### src/verilog/icache_pkg.sv
package icache_pkg;

	// cache geometry
	localparam int ADDR_W = 32;
	localparam int INST_W = 32;
	localparam int LINE_W = 128;
	localparam int WAYS = 4;
	localparam int SETS = 64;

	// address split is tag, index, offset from msb to lsb
	localparam int OFFSET_W = 4;
	localparam int INDEX_W = 6;
	localparam int TAG_W = ADDR_W - INDEX_W - OFFSET_W;
	// upper offset bits pick the instruction inside a line
	localparam int WORD_SEL_W = 2;

	typedef logic [ADDR_W-1:0] pc_t;
	typedef logic [TAG_W-1:0] tag_t;
	typedef logic [INDEX_W-1:0] index_t;
	typedef logic [LINE_W-1:0] line_t;
	typedef logic [INST_W-1:0] inst_t;
	// one bit per way, one-hot when it names a single way
	typedef logic [WAYS-1:0] way_t;

	// fetch port, strobe plus address
	typedef struct packed {
		logic valid;
		pc_t pc;
	} fetch_req_t;

	// fetch response, hit clear means the word came from a refill
	typedef struct packed {
		logic valid;
		logic hit;
		pc_t pc;
		inst_t inst;
	} fetch_rsp_t;

	// invalidate strobe for any line holding this address
	typedef struct packed {
		logic valid;
		pc_t addr;
	} inval_t;

	// line request to memory, offset bits of addr are zero
	typedef struct packed {
		logic valid;
		pc_t addr;
	} mem_req_t;

	// full line reply from memory
	typedef struct packed {
		logic valid;
		line_t line;
	} mem_rsp_t;

	// lookup to word selector handoff
	typedef struct packed {
		logic valid;
		logic hit;
		way_t way;
		pc_t pc;
		line_t line;
	} lookup_t;

endpackage

### src/verilog/icache_word_select.sv
`timescale 1ns/1ps

// back half of the icache
// picks the line, extracts the instruction and registers the response
module icache_word_select (
	input  logic                                    clk,
	input  logic                                    rst,
	input  icache_pkg::lookup_t                     sel,
	input  icache_pkg::line_t [icache_pkg::WAYS-1:0] line_rd,
	output icache_pkg::fetch_rsp_t                  rsp
);

	// line read from the hit way
	icache_pkg::line_t way_line;
	// hit line or refill line
	icache_pkg::line_t line;
	// same line seen as instructions, word 0 in the low bits
	icache_pkg::inst_t [2**icache_pkg::WORD_SEL_W-1:0] words;
	logic [icache_pkg::WORD_SEL_W-1:0] word_sel;

	// sel.way is one-hot on a hit, so an or of the masked lines is a mux
	always_comb begin
		way_line = '0;
		for (int w = 0; w < icache_pkg::WAYS; w++) begin
			if (sel.way[w]) begin
				way_line = way_line | line_rd[w];
			end
		end
	end

	// a miss carries its line straight from the memory reply
	assign line = sel.hit ? way_line : sel.line;
	assign words = line;

	// pc bits 3:2
	assign word_sel = sel.pc[icache_pkg::OFFSET_W-1 -: icache_pkg::WORD_SEL_W];

	// response register, one cycle after compare or refill
	always_ff @(posedge clk) begin
		if (rst) begin
			rsp <= '0;
		end else begin
			rsp.valid <= sel.valid;
			rsp.hit <= sel.hit;
			rsp.pc <= sel.pc;
			rsp.inst <= words[word_sel];
		end
	end

endmodule
### config.mk
export PLATFORM = sky130hd
export DESIGN_NAME = icache_word_select
export DESIGN_NICKNAME = d
export VERILOG_FILES = /design/src/verilog/icache_pkg.sv /design/src/verilog/icache_word_select.sv
export SDC_FILE = /design/constraint.sdc
export NUM_CORES = 1
export LEC_CHECK = 0
export ABC_AREA = 1
export BUFFER_PORTS_ARGS = -buffer_cell sky130_fd_sc_hd__buf_2
export CORE_AREA = 8 8 282 284
export CTS_CLUSTER_DIAMETER = 200
export CTS_CLUSTER_SIZE = 12
export DETAILED_ROUTE_END_ITERATION = 6
export DIE_AREA = 0 0 290 292
export GPL_TIMING_DRIVEN = 0
export PLACE_DENSITY = 0.38
export SETUP_SLACK_MARGIN = 0.3
export SLEW_MARGIN = 15
export SYNTH_ARGS = -nofsm -noshare
export SYNTH_HDL_FRONTEND = slang
export SYNTH_SLANG_ARGS = --single-unit
### constraint.sdc
create_clock -name clk -period 1.1 [get_ports clk]
set_input_delay 0.11 -clock clk [delete_from_list [all_inputs] [get_ports clk]]
set_output_delay 0.11 -clock clk [all_outputs]
set_load 0.05 [all_outputs]
After elaboration in Yosys (flattened, before gate mapping):

Index checks and enable logic that the tools add are counted.

* register bits after elaboration: 66
* input bits: 680
* logic and storage cells: 15

* order comparisons: 1
* multiplexer cells: 7
* bitwise logic cells: 3

Operators with widths (number)
* 128-bit 2-to-1 mux: 5
* 128-bit bitwise OR: 3
* 32-bit binary-select mux with 2-bit select: 1
* 32-bit 2-to-1 mux: 1
* 2-bit by 3-bit < comparator with 1-bit output, second input constant: 1

Depth between registers and ports, before layout:

* word-level depth: 10
* depth in mapped cells: 9

Worst setup path before layout:

OpenSTA, ideal clock, no wires.

* path kind: input to register
* from: in sel[130] (netlist bit)
* to: reg rsp[14] (netlist bit)
* library setup time: 0.112 ns
* arrival: 0.907 ns
* data required time: 0.988 ns
* setup slack: 0.081 ns
* stages: 9
* path through: buf_4 > inv_1 > buf_4 > buf_2 > nor2_1 > o21ai_0 > o21ai_0 > nand2_1 > nand2_1

* cells in the longest elaborated chain, start to end: 2

RTL lines
* start: declaration: RTL line icache_word_select.sv:8 `input icache_pkg::lookup_t sel,`
* 32-bit binary-select mux with 2-bit select: RTL line icache_word_select.sv:46 `rsp.inst <= words[word_sel];`
* 32-bit 2-to-1 mux (implied by the code): RTL line icache_word_select.sv:46
* end: declaration: RTL line icache_word_select.sv:10 `output icache_pkg::fetch_rsp_t rsp`

Every way passes these cells. The select of a mux whose other input is x is not followed.
A chain may end at the register's enable or synchronous reset.

Worst setup path after layout:

* from: reg rsp[22] (netlist bit)
* to: out rsp[22] (netlist bit)

No word-level cell between the ends.

==> flow_metrics.tcl <==
set metrics [dict create \
    yosysSeqAreaShare_pct 18.2 \
    mostFrequentLayoutCells "buf_2, nand2_1, nor2_1" \
    cp.required_ns 0.99 \
    fin_crit_sh_pct 90.6 \
    ys_ff_latch 66 \
    crit_fanout 1 \
    cp.arrival_ns 0.89 \
    relSlewSlack_pct 63.5 \
    io_buffers 737 \
    yosys_warnings 0 \
    place_inst 3207 \
    syn_to_final_growth_pct 135 \
    synth-simple-area-share_pct 58.9 \
    crit_family "flip-flops" \
    worst_pin_slew_ns 0.547 \
    fin_crit_ns 0.996 \
    drtIter0Drc 606 \
    crit_buf_inv 1 \
    synth_area_um2 7270 \
    synth.avg_cell_area_um2 4.87 \
    regMostFlops "rsp" \
    synth-xor-area-share_pct 0 \
    cts_root_buffer "clkbuf_16" \
    die-area_um2 84700 \
    synth_compound_area_share_pct 13.8 \
    setup_viol 0 \
    row_count 101 \
    outcome "finished clean" \
    clkTransAtPathRegs_ns 0.09 \
    cts.path.max_buffers 2 \
    final-hold-violation-count 0 \
    hold_depth 2 \
    critical_path_depth 1 \
    peakVddDrop_v 0.000652 \
    drv_cap 0 \
    switching_power_mw 5.77 \
    post_route_cells_drive_above_1_share_pct 54.8 \
    fin_nets 3003 \
    cpMaxStageDelayCell "dfxtp_2" \
    grt_pass1_vias 14100 \
    rsz0062_at_grt "true" \
    place.gp.congestion 0.860 \
    cts_sinks 66 \
    combPwrFrac_pct 56.0 \
    path_cells "buf_8" \
    synthMuxAreaShare_pct 0 \
    synth_top_family_by_area "simple AND/OR/NAND/NOR gates" \
    synth_adder_area_share_pct 0 \
    timing.final.max_slew_violations 0 \
    dr.pass1.iters 4 \
    overflow 0 \
    synth_area_leaders "nand2_1, dfxtp_1, nor2_1, o21ai_0, nand3_1" \
    fp.dieW_um 290 \
    largest_reg_flops 66 \
    htreeDepth 3 \
    wl_per_cell_um 26.6 \
    numCtsBuffers 9 \
    viasPerCell 4.02 \
    die_h_um 292 \
    seqPwrFrac_pct 20.7 \
    dp_slack_ns -0.976 \
    grt_max_degree 14 \
    synth.net_count 2172 \
    track_usage_pct 19.3 \
    path_class "reg -> out" \
    max_freq_mhz 1000 \
    finalNonFillerCells 3312 \
    initial_core_util_pct 9.66 \
    core_um2 75200 \
    hp-class "in -> reg" \
    layout_commonest_cell "buf_2" \
    vias 13300 \
    drc 0 \
    syn_inst 1492 \
    wl_um 88100 \
    slowest_delay_ns 0.34 \
    swShare_pct 43.9 \
    start_kind "register" \
    setup_ws_ns 0.104 \
    ys_types 13 \
    powerDensity_nw_per_um2 767 \
    place_hpwl_um 70000 \
    io_pins 746 \
    final_antenna_net_count 0 \
    p_leak_nw 8.72 \
    grt_pass1_wl_um 114000 \
    synth_top_area_cell "nand2_1" \
    internal_power_mw 7.35 \
    cts_tree "built" \
    crit_path_end_kind "output pin" \
    reg_top3 "rsp x66" \
    synth_top_area_share_pct 36.4 \
    clkPwrFrac_pct 23.3 \
    antenna_found_initial 22 \
    nFillCells 8796 \
]
[metal layers]
layer  part of all wire, %  up-vias  track usage (%)
li1                      -     6383                -
met4                   2.9       16             6.39
met2                    51      643             35.2
met3                   6.0      114             4.45
met1                    40     6172             21.9
met5                  0.13        -                0
[stage by stage]
step | setup TNS [ns] | cell area, um^2 | hold WS [ns] | utilization (%) | total power [mW]
2_1_floorplan | 0 | 7790 | 0.217 | - | 5.29
3_3_place_gp | -20.68 | 12700 | 0.312 | 16.9 | 8.20
3_5_place_dp | -20.79 | 12700 | 0.316 | 16.9 | 8.21
4_1_cts | 0 | 15700 | 0.0702 | 20.9 | 12.8
5_1_grt | 0 | 17100 | 0.0846 | 22.7 | 13.9
6_report | 0 | 17100 | 0.0905 | 22.8 | 13.1
[area by class of cell]
cell class,count,area [um^2],area share [%]
diodes,6,15.0,0.0878
plain buffers,108,1570,9.16
clock buffers,9,225,1.32
clock inverters,7,53.8,0.315
inverters,35,143,0.834
multi-input cells,1283,6850,40.0
flip-flops and latches,66,1400,8.21
well taps,978,1220,7.15
repair buffers,820,5630,32.9
[cells in the mapped netlist, drive strengths merged]
library cell    n
nand2         704
nor2          243
o21ai         176
nand3         144
buf            99
dfxtp          66
inv            35
o21bai         16
clkbuf          9
[power by group through the flow]
stage               registers (mW)  clock network (mW)  logic [mW]
floorplan                     3.29                   0        2.00
global placement              2.65                   0        5.55
detailed placement            2.66                   0        5.55
CTS                           2.72                3.25        6.82
global route                  2.74                3.28        7.85
finish                        2.72                3.05        7.35
[cell families after synthesis]
kind of cell,Yosys count
flops,66
buf+inv,143
compound gates,192
simple gates,1091
[final timing paths]
path,startpoint,endpoint
worst max-delay path,rsp[22],rsp[22]
worst min-delay path,rst,rsp[54]
[timing repair]
action | 4_1_cts | 5_1_grt
hold buffers | 31 | 0
setup endpoints to repair | 106 | 98
cloned | 10 | 12
resized for setup | 565 | 262
hold endpoints to repair | 31 | 0
pin swaps | 62 | 166
setup buffers | 21 | 9
(Power assumes the default switching activity.)
