**src/verilog/icache_pkg.sv**
```systemverilog
package icache_pkg;

	// cache geometry
	localparam int ADDR_W = 32;
	localparam int INST_W = 32;
	localparam int LINE_W = 128;
	localparam int WAYS = 4;
	localparam int SETS = 64;

	// address split is tag, index, offset from msb to lsb
	localparam int OFFSET_W = 4;
	localparam int INDEX_W = 6;
	localparam int TAG_W = ADDR_W - INDEX_W - OFFSET_W;
	// upper offset bits pick the instruction inside a line
	localparam int WORD_SEL_W = 2;

	typedef logic [ADDR_W-1:0] pc_t;
	typedef logic [TAG_W-1:0] tag_t;
	typedef logic [INDEX_W-1:0] index_t;
	typedef logic [LINE_W-1:0] line_t;
	typedef logic [INST_W-1:0] inst_t;
	// one bit per way, one-hot when it names a single way
	typedef logic [WAYS-1:0] way_t;

	// fetch port, strobe plus address
	typedef struct packed {
		logic valid;
		pc_t pc;
	} fetch_req_t;

	// fetch response, hit clear means the word came from a refill
	typedef struct packed {
		logic valid;
		logic hit;
		pc_t pc;
		inst_t inst;
	} fetch_rsp_t;

	// invalidate strobe for any line holding this address
	typedef struct packed {
		logic valid;
		pc_t addr;
	} inval_t;

	// line request to memory, offset bits of addr are zero
	typedef struct packed {
		logic valid;
		pc_t addr;
	} mem_req_t;

	// full line reply from memory
	typedef struct packed {
		logic valid;
		line_t line;
	} mem_rsp_t;

	// lookup to word selector handoff
	typedef struct packed {
		logic valid;
		logic hit;
		way_t way;
		pc_t pc;
		line_t line;
	} lookup_t;

endpackage

```
**src/verilog/icache_lookup.sv**
```systemverilog
`timescale 1ns/1ps

// front half of the icache
// accepts fetches, compares tags, runs the single refill and the invalidate
module icache_lookup (
	input  logic                                   clk,
	input  logic                                   rst,
	input  icache_pkg::fetch_req_t                 fetch,
	input  logic                                   flush,
	input  icache_pkg::inval_t                     inval,
	input  icache_pkg::mem_rsp_t                   mem_rsp,
	input  icache_pkg::tag_t [icache_pkg::WAYS-1:0] tag_rd,
	output logic                                   busy,
	output icache_pkg::mem_req_t                   mem_req,
	output logic                                   ram_en,
	output icache_pkg::way_t                       ram_we,
	output icache_pkg::index_t                     ram_index,
	output icache_pkg::tag_t                       tag_wdata,
	output icache_pkg::line_t                      line_wdata,
	output icache_pkg::lookup_t                    sel
);

	typedef enum logic [1:0] {
		REFILL_IDLE,
		REFILL_REQ,
		REFILL_WAIT
	} refill_state_t;

	// address field helpers
	function automatic icache_pkg::tag_t pc_tag(input icache_pkg::pc_t pc);
		return pc[icache_pkg::ADDR_W-1 -: icache_pkg::TAG_W];
	endfunction

	function automatic icache_pkg::index_t pc_index(input icache_pkg::pc_t pc);
		return pc[icache_pkg::OFFSET_W +: icache_pkg::INDEX_W];
	endfunction

	// compare stage request
	icache_pkg::fetch_req_t req_q;
	// valid bits and round-robin victim, per set
	icache_pkg::way_t valid_q [icache_pkg::SETS];
	logic [$clog2(icache_pkg::WAYS)-1:0] victim_q [icache_pkg::SETS];
	// refill control
	refill_state_t state_q;
	icache_pkg::pc_t miss_pc_q;
	// refill still installs but owes no response
	logic drop_q;
	// invalidate waits one cycle for its tag read
	logic inval_valid_q;
	icache_pkg::index_t inval_index_q;
	icache_pkg::tag_t inval_tag_q;

	logic accept;
	icache_pkg::index_t req_index;
	icache_pkg::way_t hit_way;
	logic cmp_hit;
	logic cmp_miss;
	icache_pkg::index_t miss_index;
	icache_pkg::way_t victim_way;
	logic refill_done;

	// take a fetch only when nothing holds us off
	assign accept = fetch.valid && !busy && !flush;

	// tag compare on the registered request
	assign req_index = pc_index(req_q.pc);

	always_comb begin
		for (int w = 0; w < icache_pkg::WAYS; w++) begin
			hit_way[w] = valid_q[req_index][w] && (tag_rd[w] == pc_tag(req_q.pc));
		end
	end

	assign cmp_hit = req_q.valid && (hit_way != '0);
	assign cmp_miss = req_q.valid && (hit_way == '0);

	// refill target is the set's round-robin way
	assign miss_index = pc_index(miss_pc_q);
	assign victim_way = icache_pkg::way_t'(1) << victim_q[miss_index];
	// memory answers only while waiting, one reply per request
	assign refill_done = (state_q == REFILL_WAIT) && mem_rsp.valid;

	// miss in compare, any refill, or an invalidate in its two cycles
	assign busy = cmp_miss || (state_q != REFILL_IDLE) || inval.valid || inval_valid_q;

	// line request, a single cycle after the miss
	assign mem_req.valid = (state_q == REFILL_REQ);
	assign mem_req.addr = {miss_pc_q[icache_pkg::ADDR_W-1:icache_pkg::OFFSET_W],
		{icache_pkg::OFFSET_W{1'b0}}};

	// ram port, refill write first, then invalidate read, then fetch read
	assign ram_en = accept || inval.valid;
	assign ram_we = refill_done ? victim_way : '0;
	assign tag_wdata = pc_tag(miss_pc_q);
	assign line_wdata = mem_rsp.line;

	always_comb begin
		if (refill_done) begin
			ram_index = miss_index;
		end else if (inval.valid) begin
			ram_index = pc_index(inval.addr);
		end else begin
			ram_index = pc_index(fetch.pc);
		end
	end

	// handoff to the word selector
	// flush in this cycle kills the response due next cycle
	always_comb begin
		sel = '0;
		if (refill_done) begin
			sel.valid = !drop_q && !flush;
			sel.hit = 1'b0;
			sel.way = victim_way;
			sel.pc = miss_pc_q;
			sel.line = mem_rsp.line;
		end else begin
			sel.valid = cmp_hit && !flush;
			sel.hit = cmp_hit;
			sel.way = hit_way;
			sel.pc = req_q.pc;
		end
	end

	// compare stage register, pc only moves on accept
	always_ff @(posedge clk) begin
		if (rst) begin
			req_q.valid <= 1'b0;
		end else begin
			req_q.valid <= accept;
		end
		if (accept) begin
			req_q.pc <= fetch.pc;
		end
	end

	// refill fsm
	always_ff @(posedge clk) begin
		if (rst) begin
			state_q <= REFILL_IDLE;
			drop_q <= 1'b0;
		end else begin
			case (state_q)
				REFILL_IDLE: begin
					if (cmp_miss) begin
						state_q <= REFILL_REQ;
						// miss seen in a flush cycle still refills
						drop_q <= flush;
					end
				end
				REFILL_REQ: begin
					state_q <= REFILL_WAIT;
					if (flush) begin
						drop_q <= 1'b1;
					end
				end
				REFILL_WAIT: begin
					if (flush) begin
						drop_q <= 1'b1;
					end
					if (mem_rsp.valid) begin
						state_q <= REFILL_IDLE;
					end
				end
				default: begin
					state_q <= REFILL_IDLE;
				end
			endcase
		end
		if (state_q == REFILL_IDLE && cmp_miss) begin
			miss_pc_q <= req_q.pc;
		end
	end

	// valid bits, victim pointers and the invalidate pipeline
	always_ff @(posedge clk) begin
		if (rst) begin
			for (int s = 0; s < icache_pkg::SETS; s++) begin
				valid_q[s] <= '0;
				victim_q[s] <= '0;
			end
			inval_valid_q <= 1'b0;
		end else begin
			inval_valid_q <= inval.valid;
			// install marks the victim valid and moves the pointer on
			if (refill_done) begin
				valid_q[miss_index] <= valid_q[miss_index] | victim_way;
				victim_q[miss_index] <= victim_q[miss_index] + 1'b1;
			end
			// tag_rd now holds the invalidate set's tags
			if (inval_valid_q) begin
				for (int w = 0; w < icache_pkg::WAYS; w++) begin
					if (tag_rd[w] == inval_tag_q) begin
						valid_q[inval_index_q][w] <= 1'b0;
					end
				end
			end
		end
		if (inval.valid) begin
			inval_index_q <= pc_index(inval.addr);
			inval_tag_q <= pc_tag(inval.addr);
		end
	end

endmodule

```
**config.mk**
```make
export PLATFORM = sky130hd
export DESIGN_NAME = icache_lookup
export DESIGN_NICKNAME = d
export VERILOG_FILES = /design/src/verilog/icache_pkg.sv /design/src/verilog/icache_lookup.sv
export SDC_FILE = /design/constraint.sdc
export NUM_CORES = 1
export LEC_CHECK = 0
export BUFFER_PORTS_ARGS = -buffer_cell sky130_fd_sc_hd__buf_2
export CAP_MARGIN = 20
export CORE_AREA = 2 2 255 257
export DETAILED_ROUTE_END_ITERATION = 8
export DIE_AREA = 0 0 257 259
export PLACE_DENSITY_LB_ADDON = 0.2
export SLEW_MARGIN = 30
export SYNTH_ARGS = -nofsm -noshare
export SYNTH_HDL_FRONTEND = slang
export SYNTH_SLANG_ARGS = --single-unit
```
**constraint.sdc**
```tcl
create_clock -name clk -period 4.1 [get_ports clk]
set_input_delay 0.41 -clock clk [delete_from_list [all_inputs] [get_ports clk]]
set_output_delay 0.41 -clock clk [all_outputs]
set_load 0.01 [all_outputs]
```
=== Word-level counts from Yosys, hierarchy flattened ===
Memories as Yosys holds them, arrays and structs flattened. A register that Yosys moved wholly into a read port is not among the register bits.
Index checks and enable logic that the tools add are counted.

* Flip-flop bits (word level): 97
* Latch bits: 0
* Memory bits (writable): 384
* Memory bits (read-only): 0
* Input port bits: 286
* Output and inout port bits: 361
* Logic and storage cells: 100
* Memories kept: 2

* Add/sub/neg operators: 1
* $mul: 0
* Divide/modulo/power cells: 0
* $lt $le $gt $ge: 0
* Equality and inequality tests: 13
* Shift-type cells: 1
* Mux-type cells: 44
* Bitwise gates (word level): 1
* Reductions and logical operators: 30

{| class="wikitable"
|+ Memory list
! name !! depth !! bits a word !! rd ports !! clocked after memory_dff !! write ports !! RTL line !! text
|-
| valid_q || 64 || 4 || 2 || 2 || 64 || icache_lookup.sv:41 || <nowiki>icache_pkg::way_t valid_q [icache_pkg::SETS];</nowiki>
|-
| victim_q || 64 || 2 || 1 || 1 || 64 || icache_lookup.sv:42 || <nowiki>logic [$clog2(icache_pkg::WAYS)-1:0] victim_q [icache_pkg::SETS];</nowiki>
|}

{| class="wikitable"
|+ Operators with widths
! operator !! number
|-
| == test 22 bit || 8
|-
| 2-to-1 mux 128 bit || 1
|-
| 2-to-1 mux 6 bit || 8
|-
| 2-to-1 mux 38 bit || 1
|-
| 2-to-1 mux 1 bit || 25
|-
| 2-to-1 mux 4 bit || 4
|-
| logical AND 1 bit || 12
|-
| OR reduction 4 bit || 2
|-
| 2-to-1 mux 2 bit || 3
|-
| one-hot mux 2 bit (3 select lines) || 1
|-
| zero test 4 bit || 1
|-
| logical OR 1 bit || 4
|-
| inequality test 2 bit, second input constant || 2
|-
| OR 4 bit || 1
|-
| nonzero test 2 bit || 2
|-
| nonzero test 4 bit || 1
|-
| OR reduction 2 bit || 2
|-
| left shift 1 x 2 -> 4 bit, first input constant || 1
|-
| zero test 1 bit || 3
|-
| AND reduction 3 bit || 1
|-
| adder 2 x 1 -> 2 bit, second input constant || 1
|-
| == test 2 x 1 -> 1 bit, second input constant || 1
|-
| == test 2 bit, second input constant || 1
|-
| zero test 2 bit || 1
|-
| 3 further kinds || 3
|}

=== Longest topological paths before layout ===
* Depth in word-level cells: 11
* Depth in mapped cells: 15
* Depth with buffers taken out: 9

=== Worst setup path after synthesis ===
No wires, ideal clock.

* Kind: register to output
* Start point: register with a tool-made name
* End point: output ram_en
* Arrival time: 3.507 ns
* Data required time: 3.690 ns
* Setup slack: 0.183 ns
* Stages on the path, launching flop included: 11
* Path buffers: 2
* Cell sequence: dfxtp_1 buf_6 buf_12 nor3b_4 a221oi_1 and3_1 nor4_1 o211ai_1 nor4b_4 nor4b_4 or2_1

{| class="wikitable"
|+ RTL lines
! item !! RTL line !! text
|-
| end, declared || icache_lookup.sv:15 || <nowiki>output logic ram_en,</nowiki>
|}

==> flow_metrics.env <==
export IMPL_final_max_slew_viol_count=0
export IMPL_power_switching_fraction_pct=30.4
export IMPL_synth_async_sr_flop_share_pct=0
export IMPL_grt_pass1_vias=25800
export IMPL_grt_max_degree=258
export IMPL_p_seq_share_pct=43.0
export IMPL_numPlacedInstances=4031
export IMPL_fillCellCount=5632
export IMPL_timing_final_crit_share_pct=102
export IMPL_setup_reg_to_reg_worst_slack_ns=0.27
export IMPL_yosysUniqueCellTypes=66
export IMPL_globalRouteOverflowTotal=0
export IMPL_routed_wirelength_mm=151
export IMPL_fin_tns_setup_ns=-0.429
export IMPL_total_power_after_layout_mw=12.7
export IMPL_seq_area_um2=12100
export IMPL_worst_slack_setup_final_ns=-0.0919
export IMPL_netlist_top_cells_area="sky130_fd_sc_hd__edfxtp_1, sky130_fd_sc_hd__dfxtp_1, sky130_fd_sc_hd__mux4_2, sky130_fd_sc_hd__a21oi_1, sky130_fd_sc_hd__nor3b_1"
export IMPL_synthDominantCellAreaShare_pct=22.1
export IMPL_edff_count_synth=220
export IMPL_antenna_found_initial=18
export IMPL_drt_antenna_violating_nets=0
export IMPL_timing_rr_end="valid_q[18][0]$_SDFFE_PP0P_"
export IMPL_ys_ff_latch=493
export IMPL_post_dp_hpwl_mm=115
export IMPL_power_leakage_nw=14.0
export IMPL_synth_seq_area_share_pct=40.4
export IMPL_finalNonFillerCells=4217
export IMPL_finalHoldWorstSlack_ns=0.0154
export IMPL_cts_sinks=493
export IMPL_hold_viol=0
export IMPL_max_clock_freq_ghz=0.239
export IMPL_multi_input_comb_area_um2=15300
export IMPL_dominantRegCellSynth="sky130_fd_sc_hd__dfxtp_1"
export IMPL_drc_errors=0
export IMPL_dr_pass1_iters=6
export IMPL_die_y_um=259
export IMPL_hold_end="inval_valid_q$_SDFF_PP0_"
export IMPL_placement_rows=93
export IMPL_worst_setup_path_type="reg2out"
export IMPL_status="complete, but fails checks"
export IMPL_core_area_um2=63900
export IMPL_postSynthAreaPerCell_um2=10.3
export IMPL_post_route_min_period_ns=4.19
export IMPL_design_final_nets=3598
export IMPL_tritoncts="built"
export IMPL_critPathRequiredTime_ns=3.69
export IMPL_maxSlewHeadroom_pct=27.7
export IMPL_synth_warning_count=0
export IMPL_pwr_share_clk_pct=39.2
export IMPL_drt_iter0_markers=4422
export IMPL_reg2regPathDepth=9
export IMPL_ctsRootBufferMaster="sky130_fd_sc_hd__clkbuf_16"
export IMPL_clockBufferDepth=3
export IMPL_worst_pin_slew_ns=1.08
export IMPL_pin_count=647
export IMPL_worst_hold_path_num_cells=2
export IMPL_insertion_delay_ns=0.65
export IMPL_wire_per_inst_um=35.9
export IMPL_global_route_wire_length_before_repair_mm=205
export IMPL_die_area_um2=66600
export IMPL_internal_pwr_total_mw=8.82
export IMPL_switching_power_mw=3.85
export IMPL_power_density_nw_per_um2=360
export IMPL_worst_path_max_fanout=8
export IMPL_globalplace_congestion=1.14
export IMPL_placedInstanceArea_um2=32300
export IMPL_layout_skew_ns=0.0569
export IMPL_min_delay_start="rst"
export IMPL_report_final_setup_viol=7
export IMPL_critical_path_arrival_ns=3.78
export IMPL_violations="negative setup slack"
export IMPL_netlist_instances=2906
export IMPL_layout_cell_share_with_drive_strength_beyond_1_pct=34.2
export IMPL_stdcell_area_um2=35200
export IMPL_area_added_between_synthesis_and_finish_pct=17.8
export IMPL_synth_largest_area_cell="sky130_fd_sc_hd__edfxtp_1"
export IMPL_tritoncts_num_buffers=54
export IMPL_path_clk_slew_ns=0.06
export IMPL_timing_hold_worst_class="in2reg"
export IMPL_vdd_drop_max_v=0.000312
export IMPL_port_buffer_count=638
export IMPL_vias_per_cell=6.53
export IMPL_setup_worst_path_end_class="output pin"
export IMPL_ctsHtreeMaxLevel=2
export IMPL_track_usage_pct=44.1
export IMPL_num_vias=27600
export IMPL_start_kind="flip-flop"
export IMPL_comb_power_share_pct=17.8
export IMPL_maxCapViolCount=0
export IMPL_die_width_um=257
export IMPL_initial_core_util_pct=46.8
export IMPL_syn_area_um2=29900
export IMPL_rsz_0062_raised_after_global_routing="yes"
through the flow:
step	util, %	setup WS (ns)
finish	55.1	-0.0919
global route	55.1	-0.0932
CTS	54.9	-0.0690
detailed placement	50.6	0.116
global placement	50.6	0.175
floorplan	-	0.183
repair_timing:
action,CTS,global route
resized for setup,51,6
setup buffers,16,5
hold endpoints to repair,48,0
hold buffers,48,0
endpoints found under the setup margin,11,9
gates cloned,2,0
pin swaps,9,6
cell usage after synthesis (29+ instances only):
master and number:
sky130_fd_sc_hd__nand2_1 111, sky130_fd_sc_hd__and2_1 69, sky130_fd_sc_hd__dfxtp_1 273, sky130_fd_sc_hd__nor3b_1 257
sky130_fd_sc_hd__o21ai_0 72, sky130_fd_sc_hd__buf_6 29, sky130_fd_sc_hd__nor3_1 36, sky130_fd_sc_hd__a21oi_1 515
sky130_fd_sc_hd__buf_4 196, sky130_fd_sc_hd__nor2_1 143, sky130_fd_sc_hd__edfxtp_1 220, sky130_fd_sc_hd__nor3_2 42
sky130_fd_sc_hd__xnor2_1 70, sky130_fd_sc_hd__mux4_2 175, sky130_fd_sc_hd__clkbuf_1 174, sky130_fd_sc_hd__and3_1 133
sky130_fd_sc_hd__xor2_1 106
cell usage in the layout (no fill, tap or decap), drive strengths merged, types with 16 or more instances in the layout:
master and count:
nand4 27, dlygate4sd3 48, and3 133, nor3 79, dfxtp 273, nand2 112
o21ai 73, nand3 16, nor2 143, clkbuf 74, mux4 177, and2 69
buf 745, nor3b 258, nor4 30, xnor2 70, edfxtp 220, xor2 106
clkinv 18, a21oi 515, mux2 38
critical path, stage by stage (launching register included):
cell and delay [ns]:
sky130_fd_sc_hd__dfxtp_4 0.45, sky130_fd_sc_hd__buf_16 0.18, sky130_fd_sc_hd__mux4_2 0.54, sky130_fd_sc_hd__mux4_2 0.52, sky130_fd_sc_hd__mux4_2 0.66, sky130_fd_sc_hd__inv_4 0.15, sky130_fd_sc_hd__ha_4 0.14, sky130_fd_sc_hd__and3_4 0.19
sky130_fd_sc_hd__a21o_1 0.16, sky130_fd_sc_hd__buf_6 0.14
layout make-up:
class / instances / area share (%)
Antenna cell: 12 / 0.0853
Clock buffer: 74 / 4.31
Clock inverter: 28 / 0.739
Inverter: 9 / 0.110
Multi-Input combinational cell: 1953 / 43.4
Sequential cell: 493 / 34.3
Tap cell: 855 / 3.04
Timing Repair Buffer: 793 / 14.0
cell families (layout without fill, tap and decap cells):
group | count (synthesis) | count (layout) | synth area share, %
multiplexers | 221 | 221 | 15.1
flip-flops | 493 | 493 | 40.4
adder cells (fa/ha/maj) | 8 | 8 | 0.335
AND/OR/NAND/NOR | 909 | 909 | 18.7
buffers and inverters | 463 | 904 | 9.28
XOR/XNOR | 176 | 176 | 5.16
other | 1 | 16 | 0.0125
AO/OA/AOI/OAI | 635 | 635 | 11.1
state kept, by name, summed over array words and instances, names as in the netlist, named ones only:
signal and cells:
req_index 6, valid_q 256, miss_pc_q 32, state_q 2, victim_q 128, inval_valid_q 1
inval_index_q 6, drop_q 1, inval_tag_q 22, req_q 27
metal layers:
metal,wire [um],global-route usage (%),part of all wire (%)
met1,54200,55.5,36
met2,65700,66.8,43
met3,20600,14.8,14
met4,10700,24.9,7.1
met5,85,0,0.056
worst max path at each step:
| stage | end | start | slack, ns | cells past startpoint |
|---|---|---|---|---|
| after floorplan | ram_en | flip-flop | 0.18 | 10 |
| after global placement | ram_en | flip-flop | 0.17 | 12 |
| after detailed placement | flip-flop | flip-flop | 0.12 | 13 |
| after CTS | sel[160] | flip-flop | -0.07 | 9 |
| after global routing | sel[162] | flip-flop | -0.09 | 9 |
| final | sel[161] | flip-flop | -0.09 | 9 |
power groups by stage:
stage	Combinational (mW)	Clock (mW)	Sequential (mW)
final	2.26	4.96	5.45
after global placement	2.04	0	5.56
after global routing	2.32	5.14	5.45
after detailed placement	2.05	0	5.57
after floorplan	1.35	0	5.40
after CTS	2.19	4.95	5.45
(Power assumes the default switching activity.)
